==> src/console_settings.svh <==
`ifndef CONSOLE_SETTINGS_SVH
`define CONSOLE_SETTINGS_SVH

// serial line timing
// clock cycles spent on each bit of the 8N1 frame
`define CONSOLE_CLKS_PER_BIT 8

// bit-time counter runs 0 .. CLKS_PER_BIT-1
// width fits the default of 8 cycles per bit
`define CONSOLE_BIT_COUNT_W 3

// frame of start + 8 data + stop bits
`define CONSOLE_FRAME_BITS 10

`endif

==> src/consoleTextPkg.sv <==
`default_nettype none

package consoleTextPkg;

    // one printable or control character
    typedef logic [7:0] asciiChar_t;

    // fixed messages known to the printer
    typedef enum logic [1:0] {
        MSG_INTRO  = 2'd0,
        MSG_PROMPT = 2'd1,
        MSG_CALC   = 2'd2
    } msgId_t;

    // special keys
    localparam asciiChar_t KEY_ENTER    = 8'h0D;
    localparam asciiChar_t KEY_LINEFEED = 8'h0A;

    // option letter that opens the calculator
    localparam asciiChar_t KEY_MODE_CALC = "a";

endpackage

`default_nettype wire

==> src/calcPkg.sv <==
`default_nettype none

package calcPkg;

    // one operator per operator key
    typedef enum logic [1:0] {
        OP_ADD = 2'd0,
        OP_SUB = 2'd1,
        OP_XOR = 2'd2,
        OP_MUL = 2'd3
    } calcOp_t;

    // single decimal digit 0 to 9
    typedef logic [3:0] digit_t;

    // result wraps to 8 bits when subtraction goes below zero
    function automatic logic [7:0] applyOp(digit_t a, digit_t b, calcOp_t op);
        logic [7:0] wideA;
        logic [7:0] wideB;
        wideA = {4'd0, a};
        wideB = {4'd0, b};
        case (op)
            OP_ADD:  return wideA + wideB;
            OP_SUB:  return wideA - wideB;
            OP_XOR:  return wideA ^ wideB;
            default: return wideA * wideB;
        endcase
    endfunction

endpackage

`default_nettype wire

==> src/messagePrinter.sv <==
`default_nettype none

module messagePrinter import consoleTextPkg::*; (
    input  logic       CLK,
    input  logic       reset,
    input  logic       msgStart,
    input  msgId_t     msgId,
    input  logic       txReady,
    output logic       textSend,
    output asciiChar_t textChar,
    output logic       msgDone
);

    // each text padded to 16 characters with the first character in the top byte
    localparam logic [127:0] INTRO_TEXT  = {"CALC READY", KEY_ENTER, KEY_LINEFEED, 32'h0};
    localparam logic [127:0] PROMPT_TEXT = {"MODE?", KEY_ENTER, KEY_LINEFEED, 72'h0};
    localparam logic [127:0] CALC_TEXT   = {"ALU:", KEY_ENTER, KEY_LINEFEED, 80'h0};

    localparam logic [3:0] INTRO_LEN  = 4'd12;
    localparam logic [3:0] PROMPT_LEN = 4'd7;
    localparam logic [3:0] CALC_LEN   = 4'd6;

    logic       busy;
    msgId_t     curId;
    logic [3:0] index;
    logic [3:0] curLen;

    function automatic asciiChar_t pickChar(logic [127:0] text, logic [3:0] idx);
        return text[7'd127 - {idx, 3'b000} -: 8];
    endfunction

    always_comb begin
        case (curId)
            MSG_INTRO: begin
                curLen   = INTRO_LEN;
                textChar = pickChar(INTRO_TEXT, index);
            end
            MSG_PROMPT: begin
                curLen   = PROMPT_LEN;
                textChar = pickChar(PROMPT_TEXT, index);
            end
            default: begin
                curLen   = CALC_LEN;
                textChar = pickChar(CALC_TEXT, index);
            end
        endcase
    end

    // txReady high means the previous character has left the line
    assign textSend = busy && txReady && (index != curLen);
    assign msgDone  = busy && (index == curLen);

    always_ff @(posedge CLK) begin
        if (reset) begin
            busy  <= 1'b0;
            curId <= MSG_INTRO;
            index <= 4'd0;
        end else if (msgStart) begin
            busy  <= 1'b1;
            curId <= msgId;
            index <= 4'd0;
        end else if (msgDone) begin
            busy <= 1'b0;
        end else if (textSend) begin
            index <= index + 4'd1;
        end
    end

endmodule

`default_nettype wire

==> src/keyHandler.sv <==
`default_nettype none

module keyHandler import consoleTextPkg::*, calcPkg::*; (
    input  logic       CLK,
    input  logic       reset,
    input  logic       keyValid,
    input  asciiChar_t keyData,
    input  logic       txReady,
    input  logic       msgDone,
    output logic       msgStart,
    output msgId_t     msgId,
    output logic       echoSend,
    output asciiChar_t echoChar
);

    localparam asciiChar_t CHAR_ZERO = "0";

    typedef enum logic [2:0] {
        ST_BOOT,
        ST_MSG,
        ST_MODE,
        ST_DIG1,
        ST_OP,
        ST_DIG2,
        ST_ENTER,
        ST_LF
    } handlerState_t;

    handlerState_t state;
    asciiChar_t    option;
    digit_t        digA;
    digit_t        digB;
    calcOp_t       op;

    logic       keyTake;
    logic       keyIsDigit;
    logic       keyIsOp;
    digit_t     keyDigit;
    calcOp_t    keyOp;
    asciiChar_t resultChar;

    // a key counts only while the line is free
    assign keyTake    = keyValid && txReady;
    assign keyIsDigit = (keyData >= "0") && (keyData <= "9");
    // low nibble of an ASCII digit is its value
    assign keyDigit   = keyData[3:0];
    assign resultChar = CHAR_ZERO + applyOp(digA, digB, op);

    always_comb begin
        keyIsOp = 1'b1;
        keyOp   = OP_ADD;
        case (keyData)
            "+":     keyOp = OP_ADD;
            "-":     keyOp = OP_SUB;
            "^":     keyOp = OP_XOR;
            "*":     keyOp = OP_MUL;
            default: keyIsOp = 1'b0;
        endcase
    end

    // echo goes out in the cycle the key arrives
    always_comb begin
        echoSend = 1'b0;
        echoChar = keyData;
        case (state)
            ST_MODE: begin
                echoSend = keyTake;
            end
            ST_DIG1, ST_DIG2: begin
                echoSend = keyTake && keyIsDigit;
            end
            ST_OP: begin
                echoSend = keyTake && keyIsOp;
            end
            ST_ENTER: begin
                // the result character takes the place of the Enter echo
                echoSend = keyTake && (keyData == KEY_ENTER);
                echoChar = resultChar;
            end
            ST_LF: begin
                echoSend = txReady;
                echoChar = KEY_LINEFEED;
            end
            default: begin
                echoSend = 1'b0;
            end
        endcase
    end

    always_ff @(posedge CLK) begin
        if (reset) begin
            state    <= ST_BOOT;
            msgStart <= 1'b0;
            msgId    <= MSG_INTRO;
            option   <= 8'h00;
            digA     <= 4'd0;
            digB     <= 4'd0;
            op       <= OP_ADD;
        end else begin
            msgStart <= 1'b0;
            case (state)
                ST_BOOT: begin
                    msgStart <= 1'b1;
                    msgId    <= MSG_INTRO;
                    state    <= ST_MSG;
                end
                ST_MSG: begin
                    // msgId still names the message that just finished
                    if (msgDone) begin
                        case (msgId)
                            MSG_INTRO: begin
                                msgStart <= 1'b1;
                                msgId    <= MSG_PROMPT;
                            end
                            MSG_PROMPT: state <= ST_MODE;
                            default:    state <= ST_DIG1;
                        endcase
                    end
                end
                ST_MODE: begin
                    if (echoSend) begin
                        if (keyData == KEY_ENTER) begin
                            msgStart <= 1'b1;
                            state    <= ST_MSG;
                            option   <= 8'h00;
                            if (option == KEY_MODE_CALC) begin
                                msgId <= MSG_CALC;
                            end else begin
                                msgId <= MSG_PROMPT;
                            end
                        end else begin
                            option <= keyData;
                        end
                    end
                end
                ST_DIG1: begin
                    if (echoSend) begin
                        digA  <= keyDigit;
                        state <= ST_OP;
                    end
                end
                ST_OP: begin
                    if (echoSend) begin
                        op    <= keyOp;
                        state <= ST_DIG2;
                    end
                end
                ST_DIG2: begin
                    if (echoSend) begin
                        digB  <= keyDigit;
                        state <= ST_ENTER;
                    end
                end
                ST_ENTER: begin
                    if (echoSend) begin
                        state <= ST_LF;
                    end
                end
                ST_LF: begin
                    if (echoSend) begin
                        msgStart <= 1'b1;
                        msgId    <= MSG_PROMPT;
                        state    <= ST_MSG;
                    end
                end
                default: state <= ST_BOOT;
            endcase
        end
    end

endmodule

`default_nettype wire

==> src/consoleTx.sv <==
`default_nettype none

`include "console_settings.svh"

module consoleTx import consoleTextPkg::*; (
    input  logic       CLK,
    input  logic       reset,
    input  logic       textSend,
    input  asciiChar_t textChar,
    input  logic       echoSend,
    input  asciiChar_t echoChar,
    output logic       txReady,
    output logic       txd
);

    localparam int BIT_W = `CONSOLE_BIT_COUNT_W;
    localparam logic [BIT_W-1:0] LAST_CLK = BIT_W'(`CONSOLE_CLKS_PER_BIT - 1);
    localparam logic [3:0] LAST_BIT = 4'(`CONSOLE_FRAME_BITS - 1);

    logic             busy;
    logic             gap;
    logic [9:0]       frame;
    logic [3:0]       bitIndex;
    logic [BIT_W-1:0] clkCount;

    logic       sendNow;
    asciiChar_t sendChar;

    // the two sources never send in the same cycle
    assign sendNow  = textSend | echoSend;
    assign sendChar = (textChar & {8{textSend}}) | (echoChar & {8{echoSend}});

    assign txReady = ~busy;
    assign txd     = frame[0];

    always_ff @(posedge CLK) begin
        if (reset) begin
            busy     <= 1'b0;
            gap      <= 1'b0;
            frame    <= '1;
            bitIndex <= 4'd0;
            clkCount <= '0;
        end else if (!busy) begin
            if (sendNow) begin
                // stop, data LSB first, start
                frame    <= {1'b1, sendChar, 1'b0};
                busy     <= 1'b1;
                bitIndex <= 4'd0;
                clkCount <= '0;
            end
        end else if (gap) begin
            // one idle cycle after the stop bit
            busy <= 1'b0;
            gap  <= 1'b0;
        end else if (clkCount == LAST_CLK) begin
            clkCount <= '0;
            frame    <= {1'b1, frame[9:1]};
            if (bitIndex == LAST_BIT) begin
                gap <= 1'b1;
            end else begin
                bitIndex <= bitIndex + 4'd1;
            end
        end else begin
            clkCount <= clkCount + 1'b1;
        end
    end

endmodule

`default_nettype wire

==> src/consoleTop.sv <==
`default_nettype none

module consoleTop import consoleTextPkg::*; (
    input  logic       CLK,
    input  logic       reset,
    input  logic       keyValid,
    input  asciiChar_t keyData,
    output logic       txd
);

    logic       msgStart;
    msgId_t     msgId;
    logic       msgDone;
    logic       textSend;
    asciiChar_t textChar;
    logic       echoSend;
    asciiChar_t echoChar;
    logic       txReady;

    messagePrinter printer (
        .CLK      (CLK),
        .reset    (reset),
        .msgStart (msgStart),
        .msgId    (msgId),
        .txReady  (txReady),
        .textSend (textSend),
        .textChar (textChar),
        .msgDone  (msgDone)
    );

    keyHandler handler (
        .CLK      (CLK),
        .reset    (reset),
        .keyValid (keyValid),
        .keyData  (keyData),
        .txReady  (txReady),
        .msgDone  (msgDone),
        .msgStart (msgStart),
        .msgId    (msgId),
        .echoSend (echoSend),
        .echoChar (echoChar)
    );

    // both character sources meet at the transmitter
    consoleTx tx (
        .CLK      (CLK),
        .reset    (reset),
        .textSend (textSend),
        .textChar (textChar),
        .echoSend (echoSend),
        .echoChar (echoChar),
        .txReady  (txReady),
        .txd      (txd)
    );

endmodule

`default_nettype wire

==> config.mk <==
export PLATFORM = sky130hd
export DESIGN_NAME = consoleTop
export DESIGN_NICKNAME = d
export VERILOG_FILES = /design/src/consoleTextPkg.sv /design/src/calcPkg.sv /design/src/messagePrinter.sv /design/src/keyHandler.sv /design/src/consoleTx.sv /design/src/consoleTop.sv
export VERILOG_INCLUDE_DIRS = /design/src
export SDC_FILE = /design/constraint.sdc
export NUM_CORES = 1
export LEC_CHECK = 0
export BUFFER_PORTS_ARGS = -buffer_cell sky130_fd_sc_hd__buf_2
export CORE_MARGIN = 2
export CORE_UTILIZATION = 57
export CTS_CLUSTER_SIZE = 8
export DETAILED_ROUTE_END_ITERATION = 8
export GPL_ROUTABILITY_DRIVEN = 0
export PLACE_DENSITY = 0.88
export SYNTH_ARGS = -nofsm -noshare
export SYNTH_HDL_FRONTEND = slang
export SYNTH_HIERARCHICAL = 1
export SYNTH_SLANG_ARGS = --single-unit
==> constraint.sdc <==
create_clock -name CLK -period 3.7 [get_ports CLK]
set_clock_uncertainty 0.1 [all_clocks]
set_input_delay 0.37 -clock CLK [delete_from_list [all_inputs] [get_ports CLK]]
set_output_delay 0.37 -clock CLK [all_outputs]
set_load 0.03 [all_outputs]
==> results of run 1 <==
[kinds of logic (layout without fill, tap and decap cells)]
family	Yosys count	count (layout)
compound gates	137	137
simple gates	180	180
xor+xnor	8	8
buf+inv	62	78
flops	49	49
mux	23	23
fa+ha+maj	36	36
other cells	1	1
[timing repair]
| item | in CTS | in global routing |
|---|---|---|
| buffers inserted | 0 | 3 |
| pin swaps | 5 | 15 |
| gates resized for setup | 2 | 21 |
| setup endpoints to repair | 3 | 4 |
[power groups by stage]
stage	Combinational [mW]	Sequential, mW	Clock [mW]
global route	0.174	0.561	0.350
detailed placement	0.149	0.571	0
CTS	0.151	0.558	0.333
global placement	0.144	0.570	0
floorplan	0.112	0.570	0
finish	0.160	0.559	0.327
[cell usage in the layout (no fill, tap or decap), types with 6 or more instances in the layout]
cell                        n
sky130_fd_sc_hd__buf_4     30
sky130_fd_sc_hd__nand3_1    9
sky130_fd_sc_hd__o31ai_1    6
sky130_fd_sc_hd__o21ai_0   19
sky130_fd_sc_hd__nor2_1    39
sky130_fd_sc_hd__nor3_1     9
sky130_fd_sc_hd__nand2b_1  15
sky130_fd_sc_hd__a22oi_1    6
sky130_fd_sc_hd__a221oi_1   7
sky130_fd_sc_hd__a21oi_1   20
sky130_fd_sc_hd__nor2b_1   16
sky130_fd_sc_hd__mux2i_1   18
sky130_fd_sc_hd__buf_2     11
sky130_fd_sc_hd__nor3b_1    6
sky130_fd_sc_hd__or3_1      6
sky130_fd_sc_hd__dfxtp_1   43
sky130_fd_sc_hd__a31oi_1    6
sky130_fd_sc_hd__inv_1     23
sky130_fd_sc_hd__a211o_1    8
sky130_fd_sc_hd__ha_1      26
sky130_fd_sc_hd__and2_1    12
sky130_fd_sc_hd__nand2_1   25
sky130_fd_sc_hd__a211oi_1   6
[final timing paths]
| kind | endpoint | cells past startpoint | slack, ps | startpoint |
|---|---|---|---|---|
| worst max-delay path | tx/frame[8]$_SDFFE_PP1P_ | 14 | -240 | handler/digA[0]$_SDFFE_PP0P_ |
| worst min-delay path | handler/digB[0]$_SDFFE_PP0P_ | 3 | 290 | keyData[0] |
| worst max register to register | tx/frame[8]$_SDFFE_PP1P_ | 14 | -240 | handler/digA[0]$_SDFFE_PP0P_ |
| worst min register to register | tx/frame[0]$_SDFFE_PP1P_ | 2 | 370 | tx/frame[0]$_SDFFE_PP1P_ |
[registers in the layout, summed over array words and instances (netlist names), 3 cells and up]
register	count
handler/digA	4
handler/state	3
printer/index	4
tx/frame	9
handler/digB	4
handler/option	8
tx/bitIndex	4
tx/clkCount	3
[final cells by class]
| cell class | instances | area (um^2) | share of cell area (%) |
|---|---|---|---|
| Inverter | 29 | 109 | 2.37 |
| Clock inverter | 3 | 22.5 | 0.490 |
| Timing Repair Buffer | 41 | 280 | 6.10 |
| Multi-Input combinational cell | 385 | 3010 | 65.4 |
| Tap cell | 96 | 120 | 2.61 |
| Sequential cell | 49 | 991 | 21.6 |
| Clock buffer | 5 | 68.8 | 1.50 |
[synth_stat cells (12+ instances only)]
master | n | area [um^2]
sky130_fd_sc_hd__nand2_1 | 27 | 101
sky130_fd_sc_hd__dfxtp_1 | 49 | 981
sky130_fd_sc_hd__inv_1 | 25 | 93.8
sky130_fd_sc_hd__clkbuf_1 | 18 | 67.6
sky130_fd_sc_hd__ha_1 | 30 | 375
sky130_fd_sc_hd__a21oi_1 | 23 | 115
sky130_fd_sc_hd__mux2i_1 | 18 | 180
sky130_fd_sc_hd__and2_1 | 12 | 75.1
sky130_fd_sc_hd__nand2b_1 | 15 | 93.8
sky130_fd_sc_hd__nor2_1 | 39 | 146
sky130_fd_sc_hd__nor2b_1 | 16 | 100
sky130_fd_sc_hd__o21ai_0 | 20 | 100
[metrics by stage]
step	setup TNS, ps	total power, mW	cell area [um^2]	setup WS (ps)
finish	-656	1.05	4600	-235
global route	-1170	1.09	4600	-358
CTS	-423	1.04	4470	-150
detailed placement	-520	0.720	4370	-190
global placement	-178	0.714	4370	-76.3
floorplan	-0.197	0.682	4160	-0.197
[critical path, delay by kind of cell, from the launching register on]
family                   cells  cell delay (ps)
AND/OR/NAND/NOR              2              160
flip-flops                   1              350
buffers and inverters        2              200
XOR/XNOR                     2              500
adder cells (fa/ha/maj)      3             1370
AO/OA/AOI/OAI                5             1150
[layer usage]
layer / track usage [%] / share of wire (%) / vias up
li1: - / - / 1863
met1: 32.6 / 41 / 1855
met2: 48.4 / 51 / 154
met3: 4.43 / 5.6 / 32
met4: 8.68 / 2.2 / 0
met5: 0 / 0 / -
==> impl_results.rst, run 1 <==
.. list-table::
   :header-rows: 1

   * - Metric
     - Value
   * - Run status
     - complete, but fails checks
   * - Violated checks
     - negative setup slack
   * - Post-layout worst setup margin
     - -235 ps
   * - Diode count
     - 0
   * - Die boundary height
     - 89.0 um
   * - Core area
     - 6910 um^2
   * - Minimum clock period
     - 3940 ps
   * - Syn avg cell area
     - 8.31 um^2
   * - Cell internal power dissipation
     - 0.742 mW
   * - Total routed wirelength
     - 10400 um
   * - Logic pwr share
     - 15.3%
   * - Hold WS
     - 290 ps
   * - Cell with the largest stage delay on the worst path
     - sky130_fd_sc_hd__fa_1
   * - Maximum count of clock buffers along a single path
     - 2
   * - Worst EP arrival
     - 4030 ps
   * - Share of flip-flops with an asynchronous set or reset after synthesis
     - 0%
   * - Sequential element share of the synthesized area
     - 23.8%
   * - Actual slew at the worst max-slew pin
     - 960 ps
   * - Filler instances
     - 586
   * - Total Die Area
     - 7920 um^2
   * - Most used flip-flop cell after synthesis
     - sky130_fd_sc_hd__dfxtp_1
   * - HP Class
     - input port to flip-flop
   * - Via count of the routed design
     - 3904
   * - Critical Path Source Type
     - flip-flop
   * - Net switching power
     - 0.304 mW
   * - Class of the most critical setup path
     - flip-flop to flip-flop
   * - IR drop worst, VDD
     - 0.169 mV
   * - RSZ-0062 raised after global routing
     - yes
   * - Clock latency of the later-clocked register in the worst-skew pair
     - 310 ps
   * - CTS sink cnt
     - 49
   * - Number of buffer cells added on primary ports
     - 11
   * - Yosys Warn Count
     - 6
   * - Mapped Nets
     - 543
   * - Clk pwr share
     - 31.3%
   * - DRT antenna net count
     - 0
   * - Share of synthesized area spent on multiplexers
     - 6.10%
   * - Placed instance count
     - 597
   * - First-iteration detailed-routing DRC count
     - 222
   * - Power per unit of standard cell area
     - 227 nW/um^2
   * - Fraction of final layout cells sized beyond drive strength 1
     - 18.9%
   * - Growth of design area from synthesis to finish
     - 11.6%
   * - Capturing element type of the critical path
     - flip-flop
   * - Max-capacitance violation count
     - 0
   * - Initial Util
     - 59.7%
   * - Clock input transition at the sequential cells of the worst setup and hold paths
     - 90 ps
   * - Main combinational cell family by area after synthesis
     - simple AND/OR/NAND/NOR gates
   * - Crit Path Max Fanout
     - 3
   * - Most frequent cell on the critical path
     - sky130_fd_sc_hd__fa_2
   * - Antenna violations before repair
     - 0
   * - Chip Width
     - 89.0 um
   * - Pin count of the biggest net entering global routing
     - 61
   * - Endpoints failing setup
     - 4
   * - Vias per std cell
     - 6.42
   * - Final Hold Violating Endpoints
     - 0
   * - Period Utilization, post-route
     - 106%
   * - Number of H-tree levels
     - 2
   * - CTS Buf Count
     - 5
   * - Estimated wirelength of the detail-placed design
     - 7470 um
   * - Hold buffers post-CTS
     - 0
   * - Vias in the first global route
     - 3684
   * - Flop pwr share
     - 53.4%
   * - Synth Area in Compound Gates
     - 24.3%
   * - Static leakage power
     - 1.84 nW
   * - CTS tree
     - done
   * - Final core utilization
     - 66.6%
   * - Gate Count Post-Synth
     - 496
   * - Worst path required time
     - 3800 ps
   * - Maximum clock rate
     - 254 MHz
   * - Remaining routing DRC violations
     - 0
   * - FF+latch count, synth
     - 49
   * - Nets@finish
     - 558
   * - Io pins
     - 12
   * - Crit-path cells
     - nand2_2 -> fa_1 -> inv_2 -> fa_2 -> buf_4 -> fa_2 -> xor2_2 -> nor4_1 -> a2111oi_2 -> xnor3_1 -> a22o_1 -> a221oi_2 -> a211oi_1 -> a211o_1
   * - Simple-gate share of the synthesized area
     - 25.0%
   * - Total count of max-transition violations in the final report
     - 0
   * - XOR/XNOR share of the synthesized area
     - 2.03%
   * - Root Buffer Master
     - sky130_fd_sc_hd__clkbuf_8
   * - Final routed wire length divided by cell count
     - 17.1 um
   * - Count of placed standard cells in the final layout, fillers left out
     - 608
   * - Drt pass-1 iters
     - 5
   * - Congestion Overflow GR
     - 0
   * - Arithmetic-cell share of the synthesized area counting full adders, half adders and majority gates
     - 12.0%
   * - Slowest cell delay on critical path
     - 540 ps
   * - Number of distinct library cells after synthesis
     - 82
   * - Standard-cell row count
     - 30
   * - Total Routing Usage GR
     - 26.9%
   * - Post-Syn Area
     - 4120 um^2
   * - Sw frac
     - 29.1%
   * - Wire length of the first global-routing pass
     - 16900 um
   * - Max-slew headroom at the worst pin
     - 36.0%
   * - Number of enable flip-flop cells after synthesis
     - 0
Power figures use the tool's default switching activity.
==> inputs of run 2 (changes only) <==
--- a/config.mk
+++ b/config.mk
@@ -15,5 +15,4 @@
 export PLACE_DENSITY = 0.88
 export SYNTH_ARGS = -nofsm -noshare
 export SYNTH_HDL_FRONTEND = slang
-export SYNTH_HIERARCHICAL = 1
 export SYNTH_SLANG_ARGS = --single-unit
==> run 2 against run 1 <==
  * Die area is 0.84% lower
  * The flow still finishes with violations (negative setup slack)
  * Flip-flop and latch count is the same
  * Design area decreased by 5.9%
  * First-iteration DRC count rose by 27%
  * Non-clock buffer count is 16 lower
  * Critical path depth rose by 1
  * Register-to-register slack better by 180 ps
  * Via count fell by 2.8%
  * Largest cell class unchanged
  * Combinational power grew to 3.7 times the previous value
==> impl_results.rst, run 2 <==
.. list-table::
   :header-rows: 1

   * - Metric
     - Value
   * - Maximum clock rate
     - 267 MHz (+4.9%)
   * - Register with the highest flop count
     - tx.frame
   * - XOR/XNOR share of the synthesized area
     - 2.14% (+0.11 points)
   * - Total Die Area
     - 7860 um^2 (-0.84%)
   * - Post-layout power
     - 1.64 mW (+57%)
   * - Total Routing Usage GR
     - 27.0% (+0.090 points)
   * - Actual slew at the worst max-slew pin
     - 826 ps (-134 ps)
   * - Sequential element share of the synthesized area
     - 24.0% (+0.21 points)
   * - Share of flip-flops with an asynchronous set or reset after synthesis
     - 0% (unchanged)
   * - Depth of the worst hold-timing path
     - 3 (unchanged)
   * - Largest cells by area after synthesis
     - sky130_fd_sc_hd__dfxtp_1 (24%), sky130_fd_sc_hd__ha_1 (10%), sky130_fd_sc_hd__nor2_1 (5.1%)
   * - Placed instance count
     - 583 (-2.3%)
   * - Estimated wirelength of the detail-placed design
     - 7350 um (-1.7%)
   * - Diode count
     - 0 (unchanged)
   * - Slowest cell delay on critical path
     - 550 ps (about the same)
   * - Hold buffers post-CTS
     - 0 (unchanged)
   * - Final routed wire length divided by cell count
     - 17.2 um (+0.68%)
   * - HP Class
     - input port to flip-flop
   * - Max-capacitance violation count
     - 0 (unchanged)
   * - Worst reg-to-reg path cell count
     - 15 (+1)
   * - Capturing element type of the critical path
     - flip-flop
   * - Final core utilization
     - 63.0% (-3.6 points)
   * - Synth Area in Compound Gates
     - 24.1% (-0.24 points)
   * - Most numerous cell types in the synthesized netlist
     - sky130_fd_sc_hd__nor2_1 (56), sky130_fd_sc_hd__dfxtp_1 (49), sky130_fd_sc_hd__ha_1 (33), sky130_fd_sc_hd__nand2_1 (33), sky130_fd_sc_hd__a21oi_1 (30)
   * - Most used cells in the layout excluding fill and tap cells
     - sky130_fd_sc_hd__nor2_1 (56), sky130_fd_sc_hd__dfxtp_1 (45), sky130_fd_sc_hd__nand2_1 (33)
   * - Die boundary height
     - 88.6 um (-0.42%)
   * - Crit Path Max Fanout
     - 3 (unchanged)
   * - Total routed wirelength
     - 10200 um (-1.8%)
   * - Proportion of netlist area held by the largest area contributor
     - 24.0% (+0.21 points)
   * - Max-slew headroom at the worst pin
     - 44.9% (+8.9 points)
   * - Core area
     - 6870 um^2 (-0.54%)
   * - Static leakage power
     - 1.81 nW (-1.4%)
   * - Filler instances
     - 550 (-6.1%)
   * - Clock latency of the later-clocked register in the worst-skew pair
     - 310 ps (about the same)
   * - Final Hold Violating Endpoints
     - 0 (unchanged)
   * - Antenna violations before repair
     - 0 (unchanged)
   * - Class of the most critical setup path
     - flip-flop to flip-flop
   * - Remaining routing DRC violations
     - 0 (unchanged)
   * - FF+latch count, synth
     - 49 (unchanged)
   * - Post-Syn Area
     - 4080 um^2 (-0.88%)
   * - Syn avg cell area
     - 8.22 um^2 (-1.1%)
   * - R2R Path Start
     - handler.digA[0]$_SDFFE_PP0P_
   * - Violated checks
     - negative setup slack
   * - Crit-path cells
     - nand2_1 -> fa_1 -> inv_1 -> fa_2 -> ha_1 -> a211o_1 -> and3_4 -> nor3_4 -> o21ai_1 -> ha_1 -> nor3_2 -> a21oi_1 -> a21oi_1 -> a211oi_1 -> o31ai_1
   * - Largest registers
     - tx.frame (9), handler.option (8)
   * - Standard-cell row count
     - 30 (unchanged)
   * - Congestion Overflow GR
     - 0 (unchanged)
   * - Mapped Nets
     - 547 (+0.74%)
   * - Post-layout worst setup margin
     - -50.8 ps (+184 ps)
   * - Worst slack, placed
     - -124 ps (+66.9 ps)
   * - Period Utilization, post-route
     - 101% (-5.0 points)
   * - First-iteration detailed-routing DRC count
     - 282 (+27%)
   * - Worst EP arrival
     - 3870 ps (-160 ps)
   * - CTS sink cnt
     - 49 (unchanged)
   * - Run status
     - complete, but fails checks
   * - Cell with the most instances after synthesis
     - sky130_fd_sc_hd__nor2_1
   * - Number of H-tree levels
     - 2 (unchanged)
   * - Fraction of final layout cells sized beyond drive strength 1
     - 13.9% (-5.1 points)
   * - Cell accounting for the most synthesized area
     - sky130_fd_sc_hd__dfxtp_1
   * - Endpoint of the most critical register-to-register path
     - tx.frame[6]$_SDFFE_PP1P_
   * - R2R setup slack
     - -50 ps (+180 ps)
   * - Cell with the largest stage delay on the worst path
     - sky130_fd_sc_hd__fa_1
   * - Minimum clock period
     - 3750 ps (-184 ps)
   * - Arithmetic-cell share of the synthesized area counting full adders, half adders and majority gates
     - 13.1% (+1.0 points)
   * - CP Capture Point
     - tx.frame[6]$_SDFFE_PP1P_
   * - Power per unit of standard cell area
     - 379 nW/um^2 (+66%)
   * - Most used flip-flop cell after synthesis
     - sky130_fd_sc_hd__dfxtp_1
   * - Yosys Warn Count
     - 0 (-6)
   * - Critical Path Source Type
     - flip-flop
   * - Endpoints failing setup
     - 1 (-3)
   * - Simple-gate share of the synthesized area
     - 24.4% (-0.57 points)
   * - Number of buffer cells added on primary ports
     - 11 (unchanged)
   * - Number of flip-flops in the largest register
     - 9 (unchanged)
   * - Initial Util
     - 59.5% (-0.20 points)
   * - Share of synthesized area spent on multiplexers
     - 6.00% (-0.099 points)
   * - Multi-input gate area
     - 2880 um^2 (-4.1%)
   * - Drt pass-1 iters
     - 5 (unchanged)
   * - CTS tree
     - done
   * - Total count of max-transition violations in the final report
     - 0 (unchanged)
   * - Nets@finish
     - 546 (-2.2%)
   * - RSZ-0062 raised after global routing
     - yes
   * - Chip Width
     - 88.6 um (-0.42%)
   * - Growth of design area from synthesis to finish
     - 5.94%
   * - Via count of the routed design
     - 3793 (-2.8%)
   * - Io pins
     - 12 (unchanged)
   * - Commonest non-fill, non-tap cell in the layout
     - sky130_fd_sc_hd__nor2_1
   * - Number of distinct library cells after synthesis
     - 77 (-6.1%)
   * - IR drop worst, VDD
     - 0.236 mV (+40%)
   * - Total Neg Setup Slack
     - -50.8 ps (+606 ps)
   * - Clock input transition at the sequential cells of the worst setup and hold paths
     - 100 ps (about the same)
   * - Worst Setup SP
     - handler.digA[0]$_SDFFE_PP0P_
   * - Sequential cell area
     - 986 um^2 (-0.50%)
   * - Gate Count Post-Synth
     - 497 (+0.20%)
   * - Vias per std cell
     - 6.40 (-0.39%)
   * - Maximum count of clock buffers along a single path
     - 2 (unchanged)
   * - Vias in the first global route
     - 3636 (-1.3%)
   * - Root Buffer Master
     - sky130_fd_sc_hd__clkbuf_8
   * - DRT antenna net count
     - 0 (unchanged)
   * - Count of placed standard cells in the final layout, fillers left out
     - 593 (-2.5%)
   * - Wire length of the first global-routing pass
     - 17100 um (+1.1%)
   * - Number of enable flip-flop cells after synthesis
     - 0 (unchanged)
   * - Main combinational cell family by area after synthesis
     - simple AND/OR/NAND/NOR gates
   * - Pin count of the biggest net entering global routing
     - 46 (-25%)
   * - Worst path required time
     - 3820 ps (+20 ps)
   * - CTS Buf Count
     - 5 (unchanged)
## run 2: how the worst min path moves through the flow
stage / startpoint / end / slack [ps]
finish: keyData[7] / handler.option[7]$_SDFFE_PP0P_ / 290
global route: keyData[5] / handler.option[5]$_SDFFE_PP0P_ / 310
CTS: keyData[7] / handler.option[7]$_SDFFE_PP0P_ / 280
detailed placement: tx.frame[7]$_SDFFE_PP1P_ / tx.frame[7]$_SDFFE_PP1P_ / 370
global placement: tx.frame[7]$_SDFFE_PP1P_ / tx.frame[7]$_SDFFE_PP1P_ / 360
floorplan: tx.frame[6]$_SDFFE_PP1P_ / tx.frame[6]$_SDFFE_PP1P_ / 340
## run 2: critical path, delay by kind of cell (launching register included)
| family | cells | cell delay (ps) |
|---|---|---|
| compound gates | 6 | 930 |
| simple gates | 4 | 570 |
| fa+ha+maj | 4 | 1670 |
| flops | 1 | 340 |
| buf+inv | 1 | 60 |
## run 2: where the power goes
group	total, mW	internal (mW)	leakage [nW]	switching, mW
clock	0.338	0.138	0.0423	0.200
combinational	0.598	0.245	1.37	0.353
sequential	0.703	0.604	0.400	0.0989
total	1.64	0.986	1.81	0.652
## run 2: kinds of logic after synthesis
logic type / count (synthesis)
adder cells (fa/ha/maj): 39
AND/OR/NAND/NOR: 186
XOR/XNOR: 10
AO/OA/AOI/OAI: 135
multiplexers: 23
flip-flops: 49
buffers and inverters: 55
## run 2: stage by stage
step | hold slack [ps] | cell area (um^2)
global route | 313 | 4330
finish | 291 | 4330
global placement | 359 | 4180
detailed placement | 367 | 4180
floorplan | 340 | 4080
CTS | 281 | 4310
## run 2: what timing repair did
action / CTS / global route
endpoints found under the setup margin: 1 / 2
setup buffers: 2 / 0
gates resized for setup: 10 / 4
pin swaps: 8 / 1
## run 2: area by class of cell
cell class,instances,share of cell area (%)
clock inverters,3,0.607
well taps,96,2.78
multi-input cells,393,66.6
flip-flops and latches,49,22.8
clock buffers,5,1.59
inverters,22,1.91
repair buffers,25,3.70
## run 2: routing by layer
| layer | vias up | share of wire (%) | global-route usage, % |
|---|---|---|---|
| met1 | 1787 | 42 | 34.6 |
| met3 | 27 | 6.9 | 4.48 |
| met5 | - | 0 | 0 |
| li1 | 1816 | - | - |
| met2 | 163 | 49 | 45.0 |
| met4 | 0 | 2.4 | 10.6 |
